[src/hw/io_consts.svh]
// i/o map and register offsets for the peripheral bus, included by every block that decodes
`ifndef IO_CONSTS_SVH
`define IO_CONSTS_SVH

// ------------------------------
// gpio ports
// ------------------------------
// one byte each, low address byte only
`define IO_GPIO0_ADDR		8'h01
`define IO_GPIO1_ADDR		8'h02

// ------------------------------
// scratch register file
// ------------------------------
// base must be aligned to depth
`define IO_SCRATCH_BASE		8'h20
`define IO_SCRATCH_DEPTH	8

// ------------------------------
// interval timer
// ------------------------------
`define IO_TIMER_BASE		8'h10
// offsets inside the four-byte timer block
`define IO_TIMER_RELOAD_LO	2'd0
`define IO_TIMER_RELOAD_HI	2'd1
`define IO_TIMER_CTRL		2'd2
`define IO_TIMER_STATUS		2'd3

// read value when no peripheral claims the address
`define IO_UNMAPPED_DATA	8'hff

`endif

[src/hw/io_pkg.sv]
// shared bus and timer types for the i/o subsystem, referenced by scoped name from each block
package io_pkg;

	// ------------------------------
	// bus types
	// ------------------------------

	// full 16-bit bus address
	// peripherals only look at the low byte
	typedef logic [15:0] bus_addr_t;

	// one data byte on the 8-bit data path
	// used for both write data and read return
	typedef logic [7:0] bus_data_t;

	// ------------------------------
	// timer types
	// ------------------------------

	// reload value and running count share one width
	// built from the reload low and high bytes
	typedef logic [15:0] timer_count_t;

	// control register bit positions
	// enable starts the count and loads it from reload
	localparam int TIMER_CTRL_ENABLE = 0;
	// irq enable gates the sticky expiry flag onto timer_irq
	localparam int TIMER_CTRL_IRQ_EN = 1;

	// the remaining control bits are plain storage
	// they read back as written and have no effect

endpackage

[src/hw/io_gpio.sv]
// one-byte gpio port: output latch written and input port read at a single i/o address
`timescale 1ns/1ps
`include "io_consts.svh"

module io_gpio #(
	parameter io_pkg::bus_data_t io_address = `IO_GPIO0_ADDR
) (
	input  logic              clk,
	input  logic              n_reset,
	// peripheral bus
	input  io_pkg::bus_addr_t bus_address,
	input  io_pkg::bus_data_t bus_write_data,
	input  logic              bus_io_read,
	input  logic              bus_io_write,
	output logic              read_ready,
	output io_pkg::bus_data_t read_data,
	// port pins
	output io_pkg::bus_data_t gpo,
	input  io_pkg::bus_data_t gpi
);

	logic              ff_io_read;
	logic              ff_io_write;
	logic              w_read_edge;
	logic              w_write_edge;
	logic              w_dec;
	io_pkg::bus_data_t ff_gpo;
	logic              ff_read_ready;
	io_pkg::bus_data_t ff_read_data;

	// ------------------------------
	// strobe edge detect
	// ------------------------------
	// previous strobe levels, an access fires only on low-to-high
	always_ff @(posedge clk) begin
		if (!n_reset) begin
			ff_io_read  <= 1'b0;
			ff_io_write <= 1'b0;
		end else begin
			ff_io_read  <= bus_io_read;
			ff_io_write <= bus_io_write;
		end
	end

	assign w_read_edge  = bus_io_read & ~ff_io_read;
	assign w_write_edge = bus_io_write & ~ff_io_write;

	// upper address byte is ignored
	assign w_dec = (bus_address[7:0] == io_address);

	// ------------------------------
	// output latch
	// ------------------------------
	always_ff @(posedge clk) begin
		if (!n_reset) begin
			ff_gpo <= '0;
		end else if (w_write_edge && w_dec) begin
			ff_gpo <= bus_write_data;
		end
	end

	assign gpo = ff_gpo;

	// ------------------------------
	// read response
	// ------------------------------
	// ready for one cycle, data zero when idle so the merger can or it
	always_ff @(posedge clk) begin
		if (!n_reset) begin
			ff_read_ready <= 1'b0;
			ff_read_data  <= '0;
		end else if (w_read_edge && w_dec) begin
			ff_read_ready <= 1'b1;
			ff_read_data  <= gpi;
		end else begin
			ff_read_ready <= 1'b0;
			ff_read_data  <= '0;
		end
	end

	assign read_ready = ff_read_ready;
	assign read_data  = ff_read_data;

endmodule

[src/hw/io_read_mux.sv]
// read-return merger: ors the peripheral responses and answers unclaimed reads with all ones
`timescale 1ns/1ps
`include "io_consts.svh"

module io_read_mux (
	input  logic              clk,
	input  logic              n_reset,
	input  logic              bus_io_read,
	// per-peripheral responses, data zero when not ready
	input  logic              gpio0_read_ready,
	input  io_pkg::bus_data_t gpio0_read_data,
	input  logic              gpio1_read_ready,
	input  io_pkg::bus_data_t gpio1_read_data,
	input  logic              scratch_read_ready,
	input  io_pkg::bus_data_t scratch_read_data,
	input  logic              timer_read_ready,
	input  io_pkg::bus_data_t timer_read_data,
	// merged return to the bus master
	output logic              bus_read_ready,
	output io_pkg::bus_data_t bus_read_data
);

	logic              ff_io_read;
	logic              ff_read_pending;
	logic              w_any_ready;
	io_pkg::bus_data_t w_merged_data;

	// own copy of the read edge, lines up with the responders' ready cycle
	always_ff @(posedge clk) begin
		if (!n_reset) begin
			ff_io_read      <= 1'b0;
			ff_read_pending <= 1'b0;
		end else begin
			ff_io_read      <= bus_io_read;
			ff_read_pending <= bus_io_read & ~ff_io_read;
		end
	end

	assign w_any_ready   = gpio0_read_ready | gpio1_read_ready
		| scratch_read_ready | timer_read_ready;
	assign w_merged_data = gpio0_read_data | gpio1_read_data
		| scratch_read_data | timer_read_data;

	// nobody answered a pending read, so it is unmapped
	assign bus_read_ready = w_any_ready | ff_read_pending;
	assign bus_read_data  = w_any_ready ? w_merged_data
		: (ff_read_pending ? `IO_UNMAPPED_DATA : '0);

	// overlapping decodes would corrupt the or-merge
	a_one_responder: assert property (@(posedge clk) disable iff (!n_reset)
		$onehot0({gpio0_read_ready, gpio1_read_ready, scratch_read_ready, timer_read_ready}))
		else $error("more than one peripheral answered the same read");

	// a responder may only answer in the cycle after a read edge
	a_ready_in_slot: assert property (@(posedge clk) disable iff (!n_reset)
		w_any_ready |-> ff_read_pending)
		else $error("peripheral ready outside the read response slot");

endmodule

[src/hw/io_scratch.sv]
// scratch register file: depth bytes of read/write storage over an aligned i/o address block
`timescale 1ns/1ps
`include "io_consts.svh"

module io_scratch #(
	parameter io_pkg::bus_data_t base_address = `IO_SCRATCH_BASE,
	parameter int                depth        = `IO_SCRATCH_DEPTH
) (
	input  logic              clk,
	input  logic              n_reset,
	input  io_pkg::bus_addr_t bus_address,
	input  io_pkg::bus_data_t bus_write_data,
	input  logic              bus_io_read,
	input  logic              bus_io_write,
	output logic              read_ready,
	output io_pkg::bus_data_t read_data
);

	localparam int                index_bits = $clog2(depth);
	// clears the byte index bits out of the low address byte
	localparam io_pkg::bus_data_t block_mask = ~io_pkg::bus_data_t'(depth - 1);

	logic                  ff_io_read;
	logic                  ff_io_write;
	logic                  w_dec;
	logic [index_bits-1:0] w_index;
	io_pkg::bus_data_t     ff_mem [depth];
	logic                  ff_read_ready;
	io_pkg::bus_data_t     ff_read_data;

	always_ff @(posedge clk) begin
		if (!n_reset) begin
			ff_io_read  <= 1'b0;
			ff_io_write <= 1'b0;
		end else begin
			ff_io_read  <= bus_io_read;
			ff_io_write <= bus_io_write;
		end
	end

	// block hit and byte select
	assign w_dec   = ((bus_address[7:0] & block_mask) == base_address);
	assign w_index = bus_address[index_bits-1:0];

	// ------------------------------
	// storage and read return
	// ------------------------------
	// bytes come up zero after reset
	always_ff @(posedge clk) begin
		if (!n_reset) begin
			for (int i = 0; i < depth; i++) begin
				ff_mem[i] <= '0;
			end
			ff_read_ready <= 1'b0;
			ff_read_data  <= '0;
		end else begin
			if (bus_io_write && !ff_io_write && w_dec) begin
				ff_mem[w_index] <= bus_write_data;
			end
			// one-cycle ready, zero data otherwise
			ff_read_ready <= bus_io_read && !ff_io_read && w_dec;
			ff_read_data  <= (bus_io_read && !ff_io_read && w_dec) ? ff_mem[w_index] : '0;
		end
	end

	assign read_ready = ff_read_ready;
	assign read_data  = ff_read_data;

	// a misaligned base would alias bytes across the block boundary
	a_base_aligned: assert property (@(posedge clk) (int'(base_address) % depth) == 0)
		else $error("scratch base 0x%02h not aligned to depth %0d", base_address, depth);

endmodule

[src/hw/io_subsystem.sv]
// top of the i/o subsystem: fans the peripheral bus to each block and merges the read returns
`timescale 1ns/1ps
`include "io_consts.svh"

module io_subsystem (
	input  logic              clk,
	input  logic              n_reset,
	// peripheral bus
	input  io_pkg::bus_addr_t bus_address,
	input  io_pkg::bus_data_t bus_write_data,
	input  logic              bus_io_read,
	input  logic              bus_io_write,
	output logic              bus_read_ready,
	output io_pkg::bus_data_t bus_read_data,
	// gpio pins
	output io_pkg::bus_data_t gpo0,
	output io_pkg::bus_data_t gpo1,
	input  io_pkg::bus_data_t gpi0,
	input  io_pkg::bus_data_t gpi1,
	// interrupt level
	output logic              timer_irq
);

	// ------------------------------
	// per-peripheral read returns
	// ------------------------------
	logic              gpio0_read_ready;
	io_pkg::bus_data_t gpio0_read_data;
	logic              gpio1_read_ready;
	io_pkg::bus_data_t gpio1_read_data;
	logic              scratch_read_ready;
	io_pkg::bus_data_t scratch_read_data;
	logic              timer_read_ready;
	io_pkg::bus_data_t timer_read_data;

	// two gpio ports, same block at different addresses
	io_gpio #(.io_address(`IO_GPIO0_ADDR)) u_gpio0 (
		.clk            (clk),
		.n_reset        (n_reset),
		.bus_address    (bus_address),
		.bus_write_data (bus_write_data),
		.bus_io_read    (bus_io_read),
		.bus_io_write   (bus_io_write),
		.read_ready     (gpio0_read_ready),
		.read_data      (gpio0_read_data),
		.gpo            (gpo0),
		.gpi            (gpi0)
	);

	io_gpio #(.io_address(`IO_GPIO1_ADDR)) u_gpio1 (
		.clk            (clk),
		.n_reset        (n_reset),
		.bus_address    (bus_address),
		.bus_write_data (bus_write_data),
		.bus_io_read    (bus_io_read),
		.bus_io_write   (bus_io_write),
		.read_ready     (gpio1_read_ready),
		.read_data      (gpio1_read_data),
		.gpo            (gpo1),
		.gpi            (gpi1)
	);

	io_scratch #(
		.base_address (`IO_SCRATCH_BASE),
		.depth        (`IO_SCRATCH_DEPTH)
	) u_scratch (
		.clk            (clk),
		.n_reset        (n_reset),
		.bus_address    (bus_address),
		.bus_write_data (bus_write_data),
		.bus_io_read    (bus_io_read),
		.bus_io_write   (bus_io_write),
		.read_ready     (scratch_read_ready),
		.read_data      (scratch_read_data)
	);

	io_timer #(.base_address(`IO_TIMER_BASE)) u_timer (
		.clk            (clk),
		.n_reset        (n_reset),
		.bus_address    (bus_address),
		.bus_write_data (bus_write_data),
		.bus_io_read    (bus_io_read),
		.bus_io_write   (bus_io_write),
		.read_ready     (timer_read_ready),
		.read_data      (timer_read_data),
		.timer_irq      (timer_irq)
	);

	// merger also answers unmapped reads
	io_read_mux u_read_mux (
		.clk                (clk),
		.n_reset            (n_reset),
		.bus_io_read        (bus_io_read),
		.gpio0_read_ready   (gpio0_read_ready),
		.gpio0_read_data    (gpio0_read_data),
		.gpio1_read_ready   (gpio1_read_ready),
		.gpio1_read_data    (gpio1_read_data),
		.scratch_read_ready (scratch_read_ready),
		.scratch_read_data  (scratch_read_data),
		.timer_read_ready   (timer_read_ready),
		.timer_read_data    (timer_read_data),
		.bus_read_ready     (bus_read_ready),
		.bus_read_data      (bus_read_data)
	);

endmodule

[src/hw/io_timer.sv]
// 16-bit interval timer with reload, sticky expiry flag and level interrupt for the i/o top level
`timescale 1ns/1ps
`include "io_consts.svh"

module io_timer #(
	parameter io_pkg::bus_data_t base_address = `IO_TIMER_BASE
) (
	input  logic              clk,
	input  logic              n_reset,
	input  io_pkg::bus_addr_t bus_address,
	input  io_pkg::bus_data_t bus_write_data,
	input  logic              bus_io_read,
	input  logic              bus_io_write,
	output logic              read_ready,
	output io_pkg::bus_data_t read_data,
	output logic              timer_irq
);

	logic                 ff_io_read;
	logic                 ff_io_write;
	logic                 w_read_edge;
	logic                 w_write_edge;
	logic                 w_dec;
	logic [1:0]           w_offset;
	logic                 w_ctrl_write;
	logic                 w_status_read;
	io_pkg::bus_data_t    ff_reload_lo;
	io_pkg::bus_data_t    ff_reload_hi;
	io_pkg::bus_data_t    ff_ctrl;
	io_pkg::timer_count_t w_reload;
	io_pkg::timer_count_t ff_count;
	logic                 w_running;
	logic                 w_expire;
	logic                 ff_flag;
	logic                 ff_read_ready;
	io_pkg::bus_data_t    ff_read_data;

	// ------------------------------
	// bus decode
	// ------------------------------
	always_ff @(posedge clk) begin
		if (!n_reset) begin
			ff_io_read  <= 1'b0;
			ff_io_write <= 1'b0;
		end else begin
			ff_io_read  <= bus_io_read;
			ff_io_write <= bus_io_write;
		end
	end

	assign w_read_edge  = bus_io_read & ~ff_io_read;
	assign w_write_edge = bus_io_write & ~ff_io_write;

	// four registers in a 4-byte aligned block
	assign w_dec    = (bus_address[7:2] == base_address[7:2]);
	assign w_offset = bus_address[1:0];

	assign w_ctrl_write  = w_write_edge && w_dec && (w_offset == `IO_TIMER_CTRL);
	assign w_status_read = w_read_edge && w_dec && (w_offset == `IO_TIMER_STATUS);

	// ------------------------------
	// registers
	// ------------------------------
	// writes to the read-only status offset are dropped
	always_ff @(posedge clk) begin
		if (!n_reset) begin
			ff_reload_lo <= '0;
			ff_reload_hi <= '0;
			ff_ctrl      <= '0;
		end else if (w_write_edge && w_dec) begin
			case (w_offset)
				`IO_TIMER_RELOAD_LO: ff_reload_lo <= bus_write_data;
				`IO_TIMER_RELOAD_HI: ff_reload_hi <= bus_write_data;
				`IO_TIMER_CTRL:      ff_ctrl      <= bus_write_data;
				default:             ;
			endcase
		end
	end

	assign w_reload = {ff_reload_hi, ff_reload_lo};

	// ------------------------------
	// counter and expiry
	// ------------------------------
	// a zero reload holds the timer stopped
	assign w_running = ff_ctrl[io_pkg::TIMER_CTRL_ENABLE] && (w_reload != '0);
	// counts reload down to 0 so the period is reload+1 cycles
	assign w_expire  = w_running && (ff_count == '0);

	always_ff @(posedge clk) begin
		if (!n_reset) begin
			ff_count <= '0;
		end else if (w_ctrl_write && bus_write_data[io_pkg::TIMER_CTRL_ENABLE]) begin
			ff_count <= w_reload;
		end else if (w_expire) begin
			ff_count <= w_reload;
		end else if (w_running) begin
			ff_count <= ff_count - io_pkg::timer_count_t'(1);
		end
	end

	// a fresh expiry wins over the read-clear of the sticky flag
	always_ff @(posedge clk) begin
		if (!n_reset) begin
			ff_flag <= 1'b0;
		end else if (w_expire) begin
			ff_flag <= 1'b1;
		end else if (w_status_read) begin
			ff_flag <= 1'b0;
		end
	end

	assign timer_irq = ff_flag & ff_ctrl[io_pkg::TIMER_CTRL_IRQ_EN];

	// ------------------------------
	// read response
	// ------------------------------
	always_ff @(posedge clk) begin
		if (!n_reset) begin
			ff_read_ready <= 1'b0;
			ff_read_data  <= '0;
		end else begin
			ff_read_ready <= w_read_edge && w_dec;
			ff_read_data  <= '0;
			if (w_read_edge && w_dec) begin
				case (w_offset)
					`IO_TIMER_RELOAD_LO: ff_read_data <= ff_reload_lo;
					`IO_TIMER_RELOAD_HI: ff_read_data <= ff_reload_hi;
					`IO_TIMER_CTRL:      ff_read_data <= ff_ctrl;
					default:             ff_read_data <= {7'd0, ff_flag};
				endcase
			end
		end
	end

	assign read_ready = ff_read_ready;
	assign read_data  = ff_read_data;

	// a running timer reloads a nonzero count and never expires two cycles in a row
	a_no_double_expire: assert property (@(posedge clk) disable iff (!n_reset)
		w_expire |=> !w_expire)
		else $error("timer expired in two consecutive cycles");

endmodule

[config.mk]
export PLATFORM = sky130hd
export DESIGN_NAME = io_subsystem
export DESIGN_NICKNAME = d
export VERILOG_FILES = /design/src/hw/io_pkg.sv /design/src/hw/io_gpio.sv /design/src/hw/io_read_mux.sv /design/src/hw/io_scratch.sv /design/src/hw/io_subsystem.sv /design/src/hw/io_timer.sv
export VERILOG_INCLUDE_DIRS = /design/src /design/src/hw
export SDC_FILE = /design/constraint.sdc
export NUM_CORES = 1
export LEC_CHECK = 0
export BUFFER_PORTS_ARGS = -buffer_cell sky130_fd_sc_hd__buf_2
export CAP_MARGIN = 20
export CORE_ASPECT_RATIO = 0.8
export CORE_UTILIZATION = 30
export DETAILED_ROUTE_END_ITERATION = 7
export GPL_ROUTABILITY_DRIVEN = 0
export PLACE_DENSITY = 0.52
export SLEW_MARGIN = 0
export SYNTH_ARGS = -nofsm -noshare
export SYNTH_HDL_FRONTEND = slang
export SYNTH_HIERARCHICAL = 1
export SYNTH_SLANG_ARGS = --single-unit
[constraint.sdc]
create_clock -name clk -period 2.35 [get_ports clk]
set_input_delay 0.3525 -clock clk [delete_from_list [all_inputs] [get_ports clk]]
set_output_delay 0.3525 -clock clk [all_outputs]
set_load 0.02 [all_outputs]
; ---- Word level (Yosys, flattened, before mapping)
; Memory sizes are Yosys's and may differ from the RTL's. A register that Yosys moved wholly into a read port is not among the register bits.
; Index checks and enable logic that the tools add are counted.
[classes]
n_reduce_logical = 31
n_bitwise = 12
mux = 17
n_eq_ne = 7
n_addsub = 1
[op_table]
columns = op, n
row1 = two-way mux 16 bit, 3
row2 = two-way mux 8 bit, 3
row3 = bitwise OR 8 bit, 3
row4 = one-hot mux 8 bit (3 select lines), 1
row5 = logical NOT 16 bit, 1
row6 = nonzero test 16 bit, 1
row7 = subtractor 16 x 1 -> 16 bit (second input constant), 1
row8 = logical AND 1 bit, 15
row9 = AND reduction 2 bit, 7
row10 = two-way mux 1 bit, 9
row11 = == test 8 x 1 -> 1 bit (second input constant), 1
row12 = == test 8 x 2 -> 1 bit (second input constant), 1
row13 = OR reduction 8 bit, 1
row14 = == test 6 x 3 -> 1 bit (second input constant), 1
row15 = == test 5 x 3 -> 1 bit (second input constant), 1
row16 = == test 2 bit (second input constant), 2
row17 = bitwise OR 1 bit, 4
row18 = AND 1 bit, 3
row19 = logical NOT 1 bit, 3
row20 = two-way mux 3 bit, 1
row21 = nonzero test 3 bit, 1
row22 = == test 2 x 1 -> 1 bit (second input constant), 1
row23 = logical NOT 2 bit, 1
row24 = inverter 1 bit, 2
row25 = nonzero test 2 bit, 1
[totals]
input_bits = 44
ramBits = 64
out_inout_bits = 26
register_bits = 88
memories = 1
[memory_table]
columns = name, depth, word_bits, rd, rd_clocked_by_memory_dff, wr, line
row1 = u_scratch.ff_mem, 8, 8, 1, 1, 8, io_scratch.sv:27  ; io_pkg::bus_data_t ff_mem [depth];

; ---- Depth between registers and ports, before layout
[logic_depth]
depth_word = 8
depth_mapped = 8

; ---- Cells and area by module
; Netlist, hierarchy kept.
[by_module_without_submodules]
columns = module, area_each_um2, cells_per_inst, instances
row1 = io_scratch, 3225.6, 253, 1
row2 = io_timer, 2562.5, 305, 1
row3 = io_gpio, 645.6, 61, 2
row4 = io_read_mux, 261.5, 23, 1

; ---- Worst setup path before layout
; Ideal clock, no wire load.
[synth_path]
path_type = in2reg
from = input port bus_address[0]
to = memory u_scratch/ff_mem[3][0] (netlist bit), enable pin
path_stages = 5
setup_ns = 0.384
arrival_time_ns = 1.763
slack_ns = 0.203
t_required_ns = 1.966
n_path_buf = 3
cell_sequence = buf_2 > buf_2 > inv_1 > clkbuf_1 > o21ai_0
[synth_rtl]
columns = item, line
row1 = "start, declared", io_subsystem.sv:9  ; input io_pkg::bus_addr_t bus_address,
row2 = "end, declared", io_scratch.sv:27

; ---- Final worst setup path
[layout_path]
from = register u_gpio1.ff_read_ready (netlist: u_gpio1/read_ready)
to = output port bus_read_data[3]
[layout_between]
elab_chain_cells = 4
[layout_lines]
columns = item, line
row1 = "start, declared", io_gpio.sv:28  ; logic ff_read_ready;
row2 = "start signal, assigned", io_gpio.sv:70  ; ff_read_ready <= 1'b0;
row3 = "start signal, assigned", io_gpio.sv:73  ; ff_read_ready <= 1'b1;
row4 = "start signal, assigned", io_gpio.sv:76  ; ff_read_ready <= 1'b0;
row5 = bitwise OR 1 bit, io_read_mux.sv:39  ; assign w_any_ready = gpio0_read_ready | gpio1_read_ready
row6 = bitwise OR 1 bit (2 in a row), io_read_mux.sv:40  ; | scratch_read_ready | timer_read_ready;
row7 = two-way mux 8 bit, io_read_mux.sv:46  ; assign bus_read_data = w_any_ready ? w_merged_data
row8 = "end, declared", io_subsystem.sv:14  ; output io_pkg::bus_data_t bus_read_data,
; No other way between the ends.

==> flow_summary.ini <==
[run_status]
status = finished, final reports clean

[cells_and_area]
final_net_count = 850
layout-drive-gt1-share = 0.227
top_register = u_scratch/ff_mem
fin_cells = 1130
final_cell_area_um2 = 8880
largestRegisters = u_scratch/ff_mem (64), u_timer/ff_count (16)
area_growth_pct = 20.9
n_antenna_cell = 0
fillers = 2381
largest_reg_flops = 64

[timing]
finalSetupViolCount = 0
period_minus_slack_ns = 2.21
period_share = 0.940
tns_ns = 0
timing.hold.ws_ns = 0.126
rsz0062_at_grt = false
worst_pin_slew_ns = 0.593
finalHoldViolations = 0
report.final.slew_viol_count = 0
fin_skew_ns = 0.00837
relSlewSlack = 0.602
fmax_ghz = 0.453

[placed_design]
dp.final_hpwl_mm = 14.5
port-buffer-count = 61
placed_cell_area_um2 = 8300
placedCellCount = 1098

[setup_path]
crit_buf_inv = 1
cp_slowest_cell = or4_4
cp-startpoint = u_gpio1/read_ready
crit_type = reg2out
reg2reg_slack_ns = 0.26
cp.required_ns = 2.00
cp_top_family = simple AND/OR/NAND/NOR gates
cp_data_arrival_time_ns = 1.86
r2r-start = u_timer/ff_reload_lo[2]
crit_path_end_kind = output port
cp_cell_sequence = or4_4, mux2_4, buf_2
startpoint_type = flop
slowest_delay_ns = 0.64
cp_max_fo = 9

[detailed_routing]
routed_wl_mm = 20.7
vias = 5492
drc = 0
wl_per_cell_um = 18.3
postRouteAntennaNets = 0
drtPass1Iterations = 5
drt_iter0_drc = 490
viasPerCell = 4.86

[clocking]
postCtsSetupBuffers = 0
cts_hold_buf = 0
root_buffer = clkbuf_16
cts_tree = built
path_clk_slew_ns = 0.07
cts_buffer_depth = 2
cts_resized = 0
cts_buffers = 17
clk_latency_ns = 0.42
htree_levels = 4
clkSinkCount = 167

[synth]
async_flop_share = 0
synth_xor_area_frac = 0.00358
synthSimpleGateAreaFrac = 0.217
synth_mux_area_frac = 0.115
yosys.area_share.adder = 0.00170
synth_edf_count = 64
ys_types = 57
synth_seq_area_share = 0.543
ys_warn_count = 6
ys.flop_type = dfxtp_1
avgSynthCellArea_um2 = 10.4
yosys_register_bits = 167
syn_inst = 703
netlist_area_um2 = 7340
synth-compound-area-share = 0.0861
synth_nets = 748
synth_top_family_by_area = simple AND/OR/NAND/NOR gates

[power_and_ir_drop]
p_leak_nw = 3.81
total_power_mw = 6.17
cellPowerDensity_nw_per_um2 = 695
vdd_drop_max_mv = 0.420

[floorplan]
start_util = 0.310
die-width_um = 177
dieArea_um2 = 25100
rows = 50
fp.coreArea_um2 = 23700
top_level_ports = 70
fp.dieH_um = 142

[hold_path]
min_path_type = in2reg
min_from = gpi1[0]

[global_routing]
antenna_found_initial = 1
track_usage = 0.171
first_global_vias = 5344
grt_pass1_wl_mm = 31.7
grt_max_degree = 38
overflow = 0

[job]
max_cap_viol_count = 0
## layout by cell type (no fill, tap or decap), drive strengths merged, types with 7 or more instances in the layout
| cell type | netlist | layout |
|---|---|---|
| nor2 | 110 | 110 |
| o22ai | 18 | 18 |
| mux2 | 8 | 8 |
| nor2b | 7 | 7 |
| nand2 | 71 | 71 |
| inv | 10 | 19 |
| nor3 | 7 | 7 |
| or4 | 21 | 21 |
| nor4 | 10 | 10 |
| o21a | 12 | 12 |
| buf | 19 | 122 |
| mux2i | 70 | 70 |
| clkbuf | 20 | 17 |
| a21oi | 27 | 27 |
| o21ai | 24 | 24 |
| and2 | 27 | 27 |
| dfxtp | 103 | 103 |
| edfxtp | 64 | 64 |
| nand3 | 18 | 18 |
## through the flow
stage | setup slack (ns) | util
6_report | 0.141 | 0.374
5_1_grt | 0.0949 | 0.374
4_1_cts | 0.122 | 0.374
2_1_floorplan | 0.203 | -
3_3_place_gp | 0.0341 | 0.350
3_5_place_dp | 0.000174 | 0.350
## area by class of cell
class | instances | area, um^2 | share of cell area
clock buffer | 17 | 425 | 0.0479
clock inverter | 15 | 158 | 0.0178
inverter | 10 | 37.5 | 0.00423
multi-input combinational | 487 | 3110 | 0.350
sequential | 167 | 3980 | 0.449
tap | 312 | 390 | 0.0440
timing repair buffer | 122 | 776 | 0.0874
## logic make-up after synthesis
group,count (synthesis)
flip-flops,167
multiplexers,79
XOR/XNOR,3
adder cells (fa/ha/maj),1
buffers and inverters,49
AND/OR/NAND/NOR,305
AO/OA/AOI/OAI,99
## synth_stat cells (5+ instances only)
cell / number / area share
a211oi_1: 5 / 0.0051
a21oi_1: 26 / 0.018
and2_1: 27 / 0.023
buf_2: 7 / 0.0048
buf_4: 5 / 0.0051
buf_6: 5 / 0.0077
clkbuf_1: 20 / 0.010
dfxtp_1: 103 / 0.28
edfxtp_1: 64 / 0.26
inv_1: 10 / 0.0051
mux2_4: 8 / 0.016
mux2i_1: 70 / 0.095
nand2_1: 71 / 0.036
nand3_1: 18 / 0.012
nor2_1: 110 / 0.056
nor2b_1: 7 / 0.0060
nor3_1: 7 / 0.0048
nor4_1: 9 / 0.0077
o21a_1: 12 / 0.012
o21ai_0: 19 / 0.013
o21ai_1: 5 / 0.0034
o22ai_1: 18 / 0.015
or4_1: 16 / 0.016
or4_4: 5 / 0.0077
## path summary, 6_finish.rpt
| kind | to | cells after the start |
|---|---|---|
| max | bus_read_data[3] | 3 |
| min | u_gpio1/read_data[0] | 2 |
| max reg2reg | u_timer/ff_count[2] | 6 |
| min reg2reg | u_read_mux/ff_read_pending | 1 |
## per-layer routing
layer / up-vias / share of wire / global-route usage
li1: 2723 / - / -
met1: 2581 / 0.52 / 0.261
met2: 174 / 0.41 / 0.239
met3: 14 / 0.061 / 0.0340
met4: 0 / 0.010 / 0.0504
met5: - / 0 / 0
## power by group
part | switching (mW) | internal (mW) | leakage, nW | total [mW]
clock | 1.26 | 1.50 | 0.280 | 2.77
sequential | 0.0126 | 3.03 | 1.52 | 3.05
combinational | 0.235 | 0.124 | 2.01 | 0.359
total | 1.51 | 4.66 | 3.81 | 6.17
No activity file was read; power rests on OpenSTA's default activity.
